$ cat config.mk
export PLATFORM = sky130hd
export DESIGN_NAME = bus_noise
export DESIGN_NICKNAME = d
export VERILOG_FILES = /design/src/design/bus_pkg.sv /design/src/design/bus_noise.sv
export SDC_FILE = /design/constraint.sdc
export NUM_CORES = 1
export LEC_CHECK = 0
export BUFFER_PORTS_ARGS = -buffer_cell sky130_fd_sc_hd__buf_4
export CAP_MARGIN = 25
export CORE_AREA = 2 2 56 58
export DETAILED_ROUTE_END_ITERATION = 6
export DIE_AREA = 0 0 58 60
export PLACE_DENSITY = 0.65
export SLEW_MARGIN = 10
export SYNTH_ARGS = -nofsm -noshare
export SYNTH_HDL_FRONTEND = slang
export SYNTH_SLANG_ARGS = --single-unit
$ cat constraint.sdc
create_clock -name MCLK -period 0.9 [get_ports MCLK]
set_input_delay 0.27 -clock MCLK [delete_from_list [all_inputs] [get_ports MCLK]]
set_output_delay 0.27 -clock MCLK [all_outputs]
set_load 0.02 [all_outputs]
$ cat src/design/bus_pkg.sv
// Shared widths, address map and state encodings for the main-bus fabric.
// Main-bus addresses are word addresses, so bit 0 of a field is byte address bit 1.
package bus_pkg;

	localparam int MBUS_AW = 23;
	localparam int ZBUS_AW = 15;
	localparam int BANK_W  = 9;
	localparam int WRAM_AW = 15;
	localparam int ZRAM_AW = 13;

	typedef logic [15:0]        word_t;
	typedef logic [7:0]         byte_t;
	typedef logic [MBUS_AW-1:0] mbus_addr_t;
	typedef logic [15:0]        z80_addr_t;

	// CPU phase enables
	localparam int CPU_CE_PERIOD = 7;
	localparam int CPU_CE_MID    = 3;
	localparam int CE_CNT_W      = $clog2(CPU_CE_PERIOD);

	// Open bus; the LFSR seed must not be all ones
	localparam logic [16:0] NOISE_SEED    = 17'h1B5A3;
	localparam byte_t       OPEN_BUS_BYTE = 8'hFF;

	// --------------------------------------------------------------------
	// Address map fields
	// --------------------------------------------------------------------
	localparam logic [3:0]  ROM_END_NIBBLE = 4'hA;
	localparam logic [7:0]  ZBUS_PAGE      = 8'hA0;
	localparam logic [11:0] CTRL_PAGE      = 12'hA11;
	localparam logic [2:0]  WRAM_PAGE      = 3'b111;
	localparam logic [6:0]  ZBANK_PAGE     = 7'h60;
	localparam logic [6:0]  Z80_HIGH_PAGE  = 7'h7F;
	localparam logic [15:0] Z80_LOW_WINDOW = 16'hC000;

	localparam logic [3:0]  CTRL_BUSREQ_SEL     = 4'h1;
	localparam logic [3:0]  CTRL_RESET_SEL      = 4'h2;
	localparam int          Z80_MBUS_WINDOW_BIT = 15;
	localparam logic [BANK_W-1:0] BANK_RESET    = '0;

	typedef enum logic [2:0] {
		MBUS_IDLE,
		MBUS_SELECT,
		MBUS_RAM_READ,
		MBUS_ROM_READ,
		MBUS_ZBUS_PRE,
		MBUS_ZBUS_READ,
		MBUS_FINISH
	} mstate_t;

	typedef enum logic {MSRC_M68K, MSRC_Z80} msrc_t;

	typedef enum logic [1:0] {ZBUS_IDLE, ZBUS_READ, ZBUS_FINISH} zstate_t;

	typedef enum logic {ZSRC_MBUS, ZSRC_Z80} zsrc_t;

endpackage

$ cat src/design/bus_noise.sv
// Open-bus noise, advancing one bit per step
`timescale 1ns/10ps

module bus_noise (
	input  logic           MCLK,
	input  logic           reset,
	input  logic           step,
	output bus_pkg::word_t no_data
);

	logic [16:0] lfsr;

	always_ff @(posedge MCLK) begin
		if (reset) begin
			lfsr    <= bus_pkg::NOISE_SEED;
			no_data <= '0;
		end else if (step) begin
			// XNOR feedback from taps 0 and 2
			lfsr    <= {~(lfsr[0] ^ lfsr[2]), lfsr[16:1]};
			no_data <= {no_data[14:0], lfsr[0]};
		end
	end

endmodule

==> summary.md <==
| Metric | Value |
|---|---|
| Initial drt markers | 6 |
| Top cells by area, synth | dfxtp_1, mux2i_1, a211o_1 |
| Min Hold Slack | 0.258 ns |
| I/O pin total | 19 |
| Skew final | 0.00547 ns |
| Status | complete, but fails checks |
| Via-per-instance ratio | 4.72 |
| Sequential power share | 0.603 |
| WL/cell | 11.3 µm |
| CP arrival | 0.79 ns |
| Dpl hpwl | 1320 µm |
| WP buf/inv | 1 |
| Post-synthesis sequential area ratio | 0.542 |
| Drt drc | 0 |
| Count of different cell masters after synthesis | 12 |
| Setup CP Type | reg -> out |
| Synthesized instance count | 108 |
| Fmax | 0.947 GHz |
| CP top delay family | flip-flops |
| Worst Tran Pin Value | 0.164 ns |
| Remaining Overflow, GRT | 0 |
| Flops & latches, synth | 33 |
| Vias in the first global route | 820 |
| CP max-delay cell | dfxtp_2 |
| Fillers | between 200 and 250 |
| Share of cells above drive strength 1 | 0.420 |
| Antenna viol nets, final | 0 |
| CTS tree | built |
| Clock sinks | 33 |
| Fin cells | 183 |
| First-pass GRT wire length | around 3600 µm |
| Synth top area share | 0.542 |
| Rows | 20 |
| Worst-path cell chain | buf_6 |
| Diodes inserted | 0 |
| Area grow syn2layout | 36.8% |
| Syn Area/Cell | 11.3 µm² |
| CTS Hold Bufs | 0 |
| Core Footprint | 2900 µm² |
| Placed inst area | 1400 µm² |
| DP Cell Count | 157 |
| Min-Delay Path Class | in -> reg |
| Cell taking the most area after synthesis | dfxtp_1 |
| H-tree depth | 2 |
| Cell area after synthesis | 1220 µm² |
| Combinational group share of total power | 0.100 |
| Crit path required time | 0.63 ns |
| M2 GR Usage | 0.222 |
| Final WL | 2080 µm |
| Die area | about 3500 µm² |
| Clk_lat worst skew | 0.33 ns |
| Failing checks | negative setup slack |
| Syn Nets | 111 |
| Warnings from Yosys | 0 |
| Tot GR Track Use | 0.142 |
| Final setup vio count | 16 |
| Most common cell in the netlist | dfxtp_1 |
| RSZ-0062 raised after global routing | yes |
| Final instance area | about 1700 µm² |
| Busiest grt layer | met2 |
| Clk slew on worst S/H paths | 0.09 ns |
| Worst vdd ir | around 1.3 mV |
| Slowest cell delay on critical path | around 0.35 ns |
| Nets@finish | 152 |
| GPL Wtd Cong | 0.682 |
| Number of CTS-inserted buffers | 5 |
| Final period util | 1.17 |
| Int Pwr | roughly 2000 µW |
| Min Tclk post-route | 1.06 ns |
| Ys flop type | dfxtp_1 |
| Switch share | 0.235 |
| Final core utilization | 0.574 |
| Number of synthesized flops with an enable pin | 0 |
| Total Neg Setup Slack | -2.37 ns |
| Fin. Hold Viols | 0 |
| Max Cap Viol | 0 |
| Lkg Pwr | between 0.0008 and 0.0009 µW |
| Root buffer cell | clkbuf_4 |
| Largest net degree at the start of global routing | 18 |
| Rel. slew slack | 0.888 |
| Startpoint type of the worst setup path | flop |
| DR vias | 864 |
| Power per cell area | 1550 nW/µm² |
| Multi-input logic area | between 400 and 500 µm² |
| Die height | 60 µm |
| Clock power share | 0.298 |
| Asr flop ratio synth | 0 |
| Slew Limit Fails | 0 |
| Net Switching | roughly 610 µW |
| Drt pass-1 iters | 3 |
| Global routing usage on met3 | 0.0519 |
| Port-buffer cells | 18 |
| CTS max path bufs | 2 |
| Final Worst Setup Slack | -0.156 ns |
| Reg area | 681 µm² |
| Critical Path Fanout Max | 2 |
| Worst setup EP type | primary output |
| Synth cell count leaders | dfxtp_1, mux2i_1, nor2_1 |
| M1 GR Usage | 0.160 |
| Initial antenna violation count | 0 |
| Die width | 58 µm |
| Starting Density | 0.420 |
## timing repair
action / 4_1_cts / 5_1_grt
cloned: 0 / 0
buffers inserted: 16 / 2
resized for setup: 32 / 0
hold endpoints to repair: 0 / 0
setup endpoints to repair: 16 / 16
## area by class of cell
type,count,area share
flip-flops and latches,33,0.408
multi-input cells,67,0.290
repair buffers,42,0.248
clock buffers,8,0.0293
well taps,33,0.0248
## through the flow
step           total power, µW  setup slack, ns
2_1_floorplan             1780           0.0167
3_3_place_gp              1820           -0.122
3_5_place_dp              1830           -0.151
4_1_cts                   2610           -0.169
5_1_grt                   2730           -0.211
6_report                  2590           -0.156
## state kept, by name (all words and copies together), names as in the netlist
| name | flops |
|---|---|
| lfsr | 17 |
| no_data | 16 |
## worst paths after layout
| check | to | slack [ns] | depth (start not counted) | start |
|---|---|---|---|---|
| hold / removal | lfsr[14]$_SDFFE_PP0P_ | 0.26 | 2 | reset |
| setup reg to reg | no_data[14]$_SDFFE_PP0P_ | 0.03 | 4 | no_data[13]$_SDFFE_PP0P_ |
| hold reg to reg | lfsr[12]$_SDFFE_PP1P_ | 0.47 | 1 | lfsr[13]$_SDFFE_PP1P_ |
| setup / recovery | no_data[13] | -0.16 | 1 | no_data[13]$_SDFFE_PP0P_ |
## cells by family after synthesis
| group | share of synthesized area |
|---|---|
| mux | 0.189 |
| flops | 0.542 |
| buf+inv | 0.0616 |
| compound gates | 0.0719 |
| simple gates | 0.128 |
| xor+xnor | 0.00719 |
## power groups by stage
stage                     Sequential [µW]  Clock [µW]  Combinational [µW]
after detailed placement             1590           0                 241
after global routing                 1570         886                 281
after global placement               1590           0                 233
final                                1560         770                 258
after CTS                            1560         790                 261
after floorplan                      1590           0                 188
## layer usage
metal / part of all wire / up-vias
met5: 0 / -
met4: 0.026 / 0
met3: 0.042 / 7
met2: 0.46 / 17
met1: 0.47 / 391
li1: - / 449
## layout by cell type, fill, tap and decap left out
master | synthesis | routed
mux2i_1 | 23 | 23
nor2_1 | 23 | 23
buf_4 | 1 | 23
dfxtp_1 | 33 | 17
dfxtp_2 | 0 | 16
buf_6 | 1 | 16
a211o_1 | 10 | 10
and2b_1 | 6 | 6
clkbuf_4 | 0 | 5
nor2b_1 | 4 | 4
clkbuf_1 | 3 | 3
buf_12 | 2 | 3
xnor2_1 | 1 | 1
Note: power is estimated with default switching activity, not from simulation.
