===== config.mk =====
export PLATFORM = sky130hd
export DESIGN_NAME = clock_enables
export DESIGN_NICKNAME = d
export VERILOG_FILES = /design/src/design/bus_pkg.sv /design/src/design/clock_enables.sv
export SDC_FILE = /design/constraint.sdc
export NUM_CORES = 1
export LEC_CHECK = 0
export ABC_AREA = 1
export BUFFER_PORTS_ARGS = -buffer_cell sky130_fd_sc_hd__buf_2
export CAP_MARGIN = 15
export CORE_AREA = 2 2 39 41
export DETAILED_ROUTE_END_ITERATION = 16
export DIE_AREA = 0 0 41 43
export GPL_TIMING_DRIVEN = 0
export SYNTH_ARGS = -nofsm -noshare
export SYNTH_HDL_FRONTEND = slang
export SYNTH_SLANG_ARGS = --single-unit

===== constraint.sdc =====
create_clock -name MCLK -period 1.1 [get_ports MCLK]
set_clock_uncertainty 0.15 [all_clocks]
set_input_delay 0.11 -clock MCLK [delete_from_list [all_inputs] [get_ports MCLK]]
set_output_delay 0.11 -clock MCLK [all_outputs]
set_load 0.02 [all_outputs]

===== src/design/bus_pkg.sv =====
// Shared widths, address map and state encodings for the main-bus fabric.
// Main-bus addresses are word addresses, so bit 0 of a field is byte address bit 1.
package bus_pkg;

	localparam int MBUS_AW = 23;
	localparam int ZBUS_AW = 15;
	localparam int BANK_W  = 9;
	localparam int WRAM_AW = 15;
	localparam int ZRAM_AW = 13;

	typedef logic [15:0]        word_t;
	typedef logic [7:0]         byte_t;
	typedef logic [MBUS_AW-1:0] mbus_addr_t;
	typedef logic [15:0]        z80_addr_t;

	// CPU phase enables
	localparam int CPU_CE_PERIOD = 7;
	localparam int CPU_CE_MID    = 3;
	localparam int CE_CNT_W      = $clog2(CPU_CE_PERIOD);

	// Open bus; the LFSR seed must not be all ones
	localparam logic [16:0] NOISE_SEED    = 17'h1B5A3;
	localparam byte_t       OPEN_BUS_BYTE = 8'hFF;

	// --------------------------------------------------------------------
	// Address map fields
	// --------------------------------------------------------------------
	localparam logic [3:0]  ROM_END_NIBBLE = 4'hA;
	localparam logic [7:0]  ZBUS_PAGE      = 8'hA0;
	localparam logic [11:0] CTRL_PAGE      = 12'hA11;
	localparam logic [2:0]  WRAM_PAGE      = 3'b111;
	localparam logic [6:0]  ZBANK_PAGE     = 7'h60;
	localparam logic [6:0]  Z80_HIGH_PAGE  = 7'h7F;
	localparam logic [15:0] Z80_LOW_WINDOW = 16'hC000;

	localparam logic [3:0]  CTRL_BUSREQ_SEL     = 4'h1;
	localparam logic [3:0]  CTRL_RESET_SEL      = 4'h2;
	localparam int          Z80_MBUS_WINDOW_BIT = 15;
	localparam logic [BANK_W-1:0] BANK_RESET    = '0;

	typedef enum logic [2:0] {
		MBUS_IDLE,
		MBUS_SELECT,
		MBUS_RAM_READ,
		MBUS_ROM_READ,
		MBUS_ZBUS_PRE,
		MBUS_ZBUS_READ,
		MBUS_FINISH
	} mstate_t;

	typedef enum logic {MSRC_M68K, MSRC_Z80} msrc_t;

	typedef enum logic [1:0] {ZBUS_IDLE, ZBUS_READ, ZBUS_FINISH} zstate_t;

	typedef enum logic {ZSRC_MBUS, ZSRC_Z80} zsrc_t;

endpackage


===== src/design/clock_enables.sv =====
// Both enables are held high in reset so the CPU keeps stepping through it
`timescale 1ns/10ps

module clock_enables (
	input  logic MCLK,
	input  logic reset,
	output logic cpu_ce_p,
	output logic cpu_ce_n
);

	logic [bus_pkg::CE_CNT_W-1:0] cnt;

	always_ff @(posedge MCLK) begin
		if (reset) begin
			cnt      <= '0;
			cpu_ce_p <= 1'b1;
			cpu_ce_n <= 1'b1;
		end else begin
			cnt <= cnt + 1'b1;
			if (cnt == bus_pkg::CE_CNT_W'(bus_pkg::CPU_CE_PERIOD - 1)) begin
				cnt <= '0;
			end
			// Phase 1 lands on count 0, phase 2 on CPU_CE_MID
			cpu_ce_p <= (cnt == bus_pkg::CE_CNT_W'(bus_pkg::CPU_CE_PERIOD - 1));
			cpu_ce_n <= (cnt == bus_pkg::CE_CNT_W'(bus_pkg::CPU_CE_MID - 1));
		end
	end

endmodule


==> impl_metrics.tcl, run 1 <==
set metrics [dict create \
    status "finished, final reports clean" \
    hold_depth 1 \
    areaGrowthSynthToFinish_pct 41.1 \
    static-leakage-power_nw 0.122 \
    synthCells 21 \
    post-route-min-period_ns 0.985 \
    fin_crit_sh_pct 89.5 \
    maxCapViolCount 0 \
    hold_path_end "cnt[0]" \
    power-per-cell-area_mw_per_mm2 1790 \
    timing.rr.start "cnt[0]" \
    drt-pass1-iter-count 2 \
    clockBufferDepth 2 \
    mostFrequentLayoutCell "nand2_1" \
    setup_viol 0 \
    core_area_mm2 0.00138 \
    ys_seq_area_share_pct 54.8 \
    final_cell_mix "nand2_1, inv_1, dfxtp_1" \
    start_util_pct 13.2 \
    cts_root_buf "clkbuf_4" \
    vias 141 \
    hold_viol_final 0 \
    final_util_pct 18.6 \
    drt_wl_total_um 262 \
    netlist_area_um2 183 \
    placed_area_um2 218 \
    cts_tree "built" \
    crit_path_start_kind "flop" \
    final_area_um2 258 \
    cts_max_level 1 \
    crit_fanout 4 \
    grt_max_degree 5 \
    viasPerCell 3.13 \
    grt_usage_pct 4.82 \
    die_h_um 43 \
    insertion_delay_ns 0.24 \
    dpl.hpwl_um 187 \
    cp-end-kind "flop" \
    worst-endpoint-arrival_ns 0.97 \
    worst-endpoint-required_ns 1.08 \
    pin_count 4 \
    critPathKind "reg -> reg" \
    synth_nets 25 \
    fillerInstances 159 \
    numCtsBuffers 3 \
    synth.avg_cell_area_um2 8.70 \
    fin_setup_tns_ns 0 \
    clock.fmax_ghz 1.02 \
    vdd_drop_max_mv 0.695 \
    drtIter0Drc 5 \
    die_w_um 41 \
    antenna_found_initial 0 \
    hp-class "reg -> reg" \
    worst_pin_slew_ns 0.0992 \
    max-slew-margin-rel_pct 93.4 \
    rows 14 \
    dieArea_mm2 0.00176 \
    total_power_mw 0.461 \
    r2r_cells 5 \
    slew_viol_final 0 \
    n_antenna_cell 0 \
    gp_congestion 0.660 \
    numClockSinks 5 \
    min_from "cnt[0]" \
    grt_pass1_vias 119 \
    postCtsSetupRepairBufs 0 \
    rr_endpoint "cnt[1]" \
    grt_overflow_total 0 \
    portBuffers 3 \
    wl_per_cell_um 5.82 \
    grt_first_pass_wirelength_um 448 \
    clk_pin_slew_ns 0.04 \
    drc 0 \
    yosysUniqueCellTypes 7 \
    rsz0062_at_grt "no" \
    drive_gt1_share_pct 34.5 \
    ys_ff_latch 5 \
    final_antenna_net_count 0 \
    yosysWarnings 0 \
    nets 34 \
    r2r_slack_ns 0.11 \
]
[flip-flops by register name, summed over array words and instances, names as in the netlist]
register	cells
cpu_ce_p	1
cpu_ce_n	1
cnt	3
[through the flow]
| step | std cells | hold slack (ns) | setup slack, ns |
|---|---|---|---|
| after detailed placement | 40 | 0.167 | 0.0480 |
| final | 45 | 0.259 | 0.115 |
| after CTS | 45 | 0.296 | 0.0419 |
| after global routing | 45 | 0.276 | 0.0236 |
| after floorplan | 21 | 0.0743 | 0.108 |
| after global placement | 40 | 0.167 | 0.0641 |
[how the worst max path moves through the flow]
stage,start,slack (ns),endpoint,cells after the start
after floorplan,cnt[0],0.11,cnt[2],5
after global placement,cnt[0],0.06,cnt[2],5
after detailed placement,cnt[0],0.05,cnt[2],5
after CTS,cnt[0],0.04,cnt[2],5
after global routing,cnt[0],0.02,cnt[1],5
final,cnt[0],0.11,cnt[1],5
[logic make-up after synthesis]
kind of cell	count (synthesis)	share of synthesized area, %
and+or+nand+nor	10	23.3
DFF	5	54.8
buffers and inverters	4	8.22
adders and majority gates	2	13.7
[timing repair]
item | in CTS | in global routing
endpoints found under the setup margin | 0 | 3
hold buffers | 1 | 0
resized for setup | 0 | 2
hold endpoints to repair | 2 | 0
[where the power goes]
part | internal, mW | switching [mW]
logic | 0.0190 | 0.0251
registers | 0.198 | 0.00716
clock network | 0.137 | 0.0752
total | 0.354 | 0.107
[metal layers]
metal / track usage [%] / vias to the layer above / routed length [um] / part of all wire, %
met2: 4.38 / 4 / 125 / 48
met1: 4.19 / 62 / 106 / 40
met4: 4.00 / 0 / 0 / 0
li1: - / 75 / - / -
met3: 7.85 / 0 / 30 / 11
met5: 0 / - / 0 / 0
[synthesized netlist by cell type, drive strengths merged]
library cell / number / area (um2)
dfxtp: 5 / 100
nor2: 3 / 13.8
nand2: 7 / 28.8
inv: 4 / 15.0
ha: 2 / 25.0
[worst max-delay path, cell delays in order, from the launching register on]
cell	delay (ns)
dfxtp_2	0.32
inv_1	0.05
ha_2	0.17
nand2_1	0.06
nand2_2	0.09
nor2_1	0.05
[cell type report]
cell class / count / area, um2 / area share, %
tap: 16 / 20.0 / 7.77
multi-input combinational: 12 / 70.1 / 27.2
timing repair buffer: 4 / 25.0 / 9.71
inverter: 4 / 15.0 / 5.83
sequential: 5 / 101 / 39.3
clock buffer: 4 / 26.3 / 10.2
Power figures use the tool's default switching activity.
==> run 2: changes to the inputs <==
- PLACE_DENSITY: unset -> 0.31
==> run 2 against run 1 <==
Effect of this change: wire length up 2.3%; sequential power is essentially flat; critical path depth unchanged; core utilization increased by 0.54 points; power rose by 0.40%; via count down 2.8%; flip-flop and latch count stayed put; highest routed layer unchanged; maximum frequency decreased by 4.5%; count of clock-buffer cells in the layout stayed put; sequential share of layout area down 1.1 points; first-iteration DRC count down 100%.
==> impl_metrics.tcl, run 2 (synthesis gave the netlist of run 1 again) <==
set metrics [dict create \
    grt_overflow_total 0 \
    critPathKind "reg -> reg" \
    power-per-cell-area_mw_per_mm2 1750 \
    clk_pin_slew_ns 0.04 \
    portBuffers 3 \
    worst-endpoint-arrival_ns 1.01 \
    total_power_mw 0.463 \
    numCtsBuffers 3 \
    vdd_drop_max_mv 0.689 \
    post-route-min-period_ns 1.03 \
    final_antenna_net_count 0 \
    cts_root_buf "clkbuf_4" \
    stdcell_count 45 \
    worst-endpoint-required_ns 1.08 \
    n_antenna_cell 0 \
    rsz0062_at_grt "no" \
    cts_tree "built" \
    start_util_pct 13.2 \
    drive_gt1_share_pct 44.8 \
    drt-met1-wl_um 132 \
    route.met2.wl_um 104 \
    die_h_um 43 \
    top_regs "cnt (3), cpu_ce_n (1), cpu_ce_p (1)" \
    fillerInstances 154 \
    top_layer "met3" \
    crit_path_start_kind "flop" \
    insertion_delay_ns 0.24 \
    grt_pass1_vias 124 \
    slew_viol_final 0 \
    status "finished, final reports clean" \
    grt_first_pass_wirelength_um 448 \
    vias 137 \
    wl_per_cell_um 5.96 \
    rows 14 \
    cts_max_level 1 \
    dieArea_mm2 0.00176 \
    maxCapViolCount 0 \
    grt_max_degree 5 \
    drc 0 \
    met3_length_um 31 \
    antenna_found_initial 0 \
    fin_setup_tns_ns 0 \
    fin_crit_sh_pct 93.7 \
    clock.fmax_ghz 0.970 \
    drtIter0Drc 0 \
    crit_path_top_delay_cell "dfxtp_2" \
    static-leakage-power_nw 0.123 \
    drt-pass1-iter-count 1 \
    hold_viol_final 0 \
    core_area_mm2 0.00138 \
    mostFrequentLayoutCell "nand2_1" \
    slowest_delay_ns 0.32 \
    worst_pin_slew_ns 0.124 \
    clockBufferDepth 2 \
    nets 34 \
    grt_usage_pct 4.42 \
    final_cell_mix "nand2_1, inv_1, dfxtp_1" \
    numClockSinks 5 \
    hp-class "reg -> reg" \
    path_cells "inv_1 > ha_2 > nand2_2 > nand2_2 > nor2_2" \
    worst-path-buf-inv 1 \
    pin_count 4 \
    die_w_um 41 \
    drt_wl_total_um 268 \
    crit_fanout 4 \
    viasPerCell 3.04 \
    cp_top_family "flip-flops" \
    setup_viol 0 \
    largest_reg_flops 3 \
    cp-end-kind "flop" \
    max-slew-margin-rel_pct 91.7 \
    regMostFlops "cnt" \
    areaGrowthSynthToFinish_pct 45.2 \
    seq_area_um2 101 \
    dpl.hpwl_um 209 \
    critPathMostFrequentCell "nand2_2" \
    gp_congestion 0.549 \
    dpl.cell_count 40 \
    multiInputGateArea_um2 77.6 \
]
-- run 2: per-layer routing --
| layer | up-vias | GRT usage [%] |
|---|---|---|
| met5 | - | 0 |
| met4 | 0 | 0 |
| met3 | 0 | 7.85 |
| met2 | 5 | 4.38 |
| met1 | 56 | 4.82 |
| li1 | 76 | - |
-- run 2: worst paths after layout --
path,start,slack [ns],to,depth (start not counted)
max,cnt[0],0.07,cnt[2],5
min,cnt[0],0.26,cnt[0],1
max reg2reg,cnt[0],0.07,cnt[2],5
min reg2reg,cnt[0],0.26,cnt[0],1
-- run 2: cell type report --
| cell class | count | area share (%) |
|---|---|---|
| repair buffers | 4 | 9.43 |
| inverters | 4 | 5.66 |
| clock buffers | 4 | 9.91 |
| flip-flops and latches | 5 | 38.2 |
| well taps | 16 | 7.55 |
| multi-input cells | 12 | 29.2 |
-- run 2: timing repair --
item | in CTS | in global routing
hold buffers | 1 | 0
hold endpoints to repair | 2 | 0
endpoints found under the setup margin | 0 | 4
resized for setup | 0 | 5
buffers inserted | 0 | 0
-- run 2: per-stage QoR --
| stage | hold WS [ns] | cell area, um2 | setup slack (ns) | utilization (%) |
|---|---|---|---|---|
| 2_1_floorplan | 0.0743 | 183 | 0.108 | - |
| 3_3_place_gp | 0.171 | 218 | 0.0570 | 15.7 |
| 3_5_place_dp | 0.174 | 218 | 0.0441 | 15.7 |
| 4_1_cts | 0.298 | 254 | 0.0367 | 18.4 |
| 5_1_grt | 0.282 | 265 | 0.00457 | 19.2 |
| 6_report | 0.264 | 265 | 0.0688 | 19.2 |
-- run 2: worst reg2reg max path, delay by kind of cell, from the launching register on --
kind | cells | cell delay (ns)
flops | 1 | 0.32
fa+ha+maj | 1 | 0.18
simple gates | 3 | 0.21
buf+inv | 1 | 0.06
-- run 2: where the power goes --
group          leakage, nW  switching, mW  internal, mW
Combinational       0.0659         0.0282        0.0221
Sequential          0.0419        0.00784         0.198
Clock               0.0150         0.0703         0.137
==> run 3: changes to the inputs <==
- ABC_AREA: 1 -> 0
- PLACE_DENSITY: 0.31 -> 0.3
==> run 3 against run 2 <==
Effect of this change: the run now ends with negative setup slack left; design area grew 0.47%; count of clock-buffer cells in the layout is the same; first-iteration DRC count grew 3; final cell count shrank 11%; combinational power shrank 2%; flip-flop and latch count is the same.
==> impl_metrics.tcl, run 3 <==
set metrics [dict create \
    areaGrowthSynthToFinish_pct 52.1 \
    grt_usage_pct 5.22 \
    numCtsBuffers 3 \
    ys_seq_area_share_pct 57.1 \
    synth_top_cell_area_share_pct 57.1 \
    rows 14 \
    synth.avg_cell_area_um2 10.9 \
    postCtsSetupRepairBufs 0 \
    drc 0 \
    die_w_um 41 \
    dieArea_mm2 0.00176 \
    synthCells 16 \
    setup_viol 1 \
    synth_compound_area_share_pct 11.4 \
    yosysWarnings 0 \
    slew_viol_final 0 \
    mostFrequentLayoutCell "dfxtp_1" \
    synthAdderAreaFrac_pct 14.3 \
    insertion_delay_ns 0.24 \
    dpl.cell_count 35 \
    dpl.hpwl_um 185 \
    setup_ws_ns -0.137 \
    gp_congestion 0.557 \
    grt_first_pass_wirelength_um 510 \
    synthMuxAreaShare_pct 0 \
    switching_share_pct 23.2 \
    synth.most_common_cell "dfxtp_1" \
    failed_checks "negative setup slack" \
    synth_ff_type "dfxtp_1" \
    grt_pass1_vias 128 \
    hold_viol_final 0 \
    async_reset_ff_share_pct 0 \
    synthTopCellsByArea "dfxtp_1, ha_1, a21o_1" \
    wl_per_cell_um 7.38 \
    synth_edf_count 0 \
    hp-class "reg -> reg" \
    cp-end-kind "flop" \
    seq_area_um2 101 \
    worst_pin_slew_ns 0.133 \
    nets 29 \
    critPathKind "reg -> reg" \
    status "finished with violations" \
    clockBufferDepth 2 \
    cts_max_level 1 \
    final_util_pct 19.3 \
    ys_ff_latch 5 \
    vdd_drop_max_mv 0.730 \
    rsz0062_at_grt "yes" \
    final_antenna_net_count 0 \
    final_area_um2 267 \
    fin_setup_tns_ns -0.137 \
    placed_area_um2 214 \
    p_switching_mw 0.108 \
    combPwrFrac_pct 10.5 \
    worst-endpoint-required_ns 1.13 \
    clkPwrFrac_pct 45.0 \
    power-per-cell-area_mw_per_mm2 1760 \
    synth-xor-area-share_pct 0 \
    viasPerCell 3.20 \
    total_power_mw 0.468 \
    cts_root_buf "clkbuf_4" \
    stdcell_count 40 \
    netlist_area_um2 175 \
    worst-endpoint-arrival_ns 1.26 \
    clk_pin_slew_ns 0.05 \
    maxCapViolCount 0 \
    max-slew-margin-rel_pct 91.1 \
    n_antenna_cell 0 \
    regMostFlops "cnt" \
    pin_count 4 \
    cts_tree "built" \
    synth_top_cell_by_area "dfxtp_1" \
    core_area_mm2 0.00138 \
    static-leakage-power_nw 0.113 \
    seq_power_share_pct 44.5 \
    numClockSinks 5 \
    start_util_pct 12.7 \
    drtIter0Drc 3 \
    top_regs "cnt (3), cpu_ce_n (1), cpu_ce_p (1)" \
    yosysUniqueCellTypes 8 \
    crit_fanout 3 \
    fin_crit_sh_pct 112 \
    crit_path_start_kind "flop" \
    drt-pass1-iter-count 2 \
    synth_nets 20 \
    die_h_um 43 \
    synth-simple-area-share_pct 12.9 \
    portBuffers 3 \
    final_cell_mix "dfxtp_1, clkbuf_4, buf_2" \
    drt_wl_total_um 295 \
    antenna_found_initial 0 \
    p_int_mw 0.359 \
    multiInputGateArea_um2 86.3 \
    drive_gt1_share_pct 45.8 \
    vias 128 \
    grt_overflow_total 0 \
    synth_top_family_by_area "adder cells" \
    fillerInstances 158 \
    post-route-min-period_ns 1.24 \
    largest_reg_flops 3 \
    grt_max_degree 5 \
    clock.fmax_ghz 0.808 \
    synthTopCellsByCount "dfxtp_1, a21o_1, ha_1, inv_1, nor2_1" \
]
==> run 3: path summary, 6_finish.rpt <==
path,startpoint,end,slack [ns],depth (start not counted)
worst min-delay path,cnt[0],cnt[0],0.28,1
worst max register to register,cnt[0],cnt[2],-0.14,4
worst max-delay path,cnt[0],cnt[2],-0.14,4
worst min register to register,cnt[0],cnt[0],0.28,1
==> run 3: cell families (layout without fill, tap and decap cells) <==
kind of cell             count (synthesis)  after routing
adder cells (fa/ha/maj)                  2              2
flip-flops                               5              5
AO/OA/AOI/OAI                            3              3
AND/OR/NAND/NOR                          4              4
buffers and inverters                    2             10
==> run 3: final cells by class <==
| cell class | instances | area share (%) |
|---|---|---|
| Sequential cell | 5 | 38.0 |
| Multi-Input combinational cell | 9 | 32.4 |
| Clock buffer | 4 | 9.86 |
| Timing Repair Buffer | 4 | 9.39 |
| Tap cell | 16 | 7.51 |
| Inverter | 2 | 2.82 |
==> run 3: power groups by stage <==
stage	Sequential [mW]	Combinational (mW)	Clock (mW)
finish	0.208	0.0493	0.210
global route	0.210	0.0566	0.240
CTS	0.208	0.0482	0.219
detailed placement	0.209	0.0403	0
global placement	0.208	0.0399	0
floorplan	0.215	0.0211	0
==> run 3: metal layers <==
metal | track usage (%) | vias to the layer above | share of wire, %
li1 | - | 67 | -
met5 | 0 | - | 0
met1 | 5.47 | 54 | 47
met4 | 4.00 | 0 | 0
met2 | 4.38 | 7 | 36
met3 | 7.85 | 0 | 17
==> run 3: per-stage QoR <==
| stage | hold WS [ns] | setup slack, ns |
|---|---|---|
| floorplan | 0.0291 | -0.0859 |
| global placement | 0.152 | -0.108 |
| finish | 0.281 | -0.137 |
| detailed placement | 0.158 | -0.144 |
| global route | 0.311 | -0.200 |
| CTS | 0.284 | -0.130 |
==> run 3: repair_timing <==
action | CTS | global route
setup endpoints to repair | 1 | 3
resized for setup | 3 | 1
hold buffers | 1 | 0
endpoints found under the hold margin | 3 | 0
==> run 3: critical path, stage by stage, from the launching register on <==
cell and delay [ns]:
dfxtp_2 0.34, inv_2 0.05, ha_4 0.15, or3b_1 0.36, a21oi_2 0.12
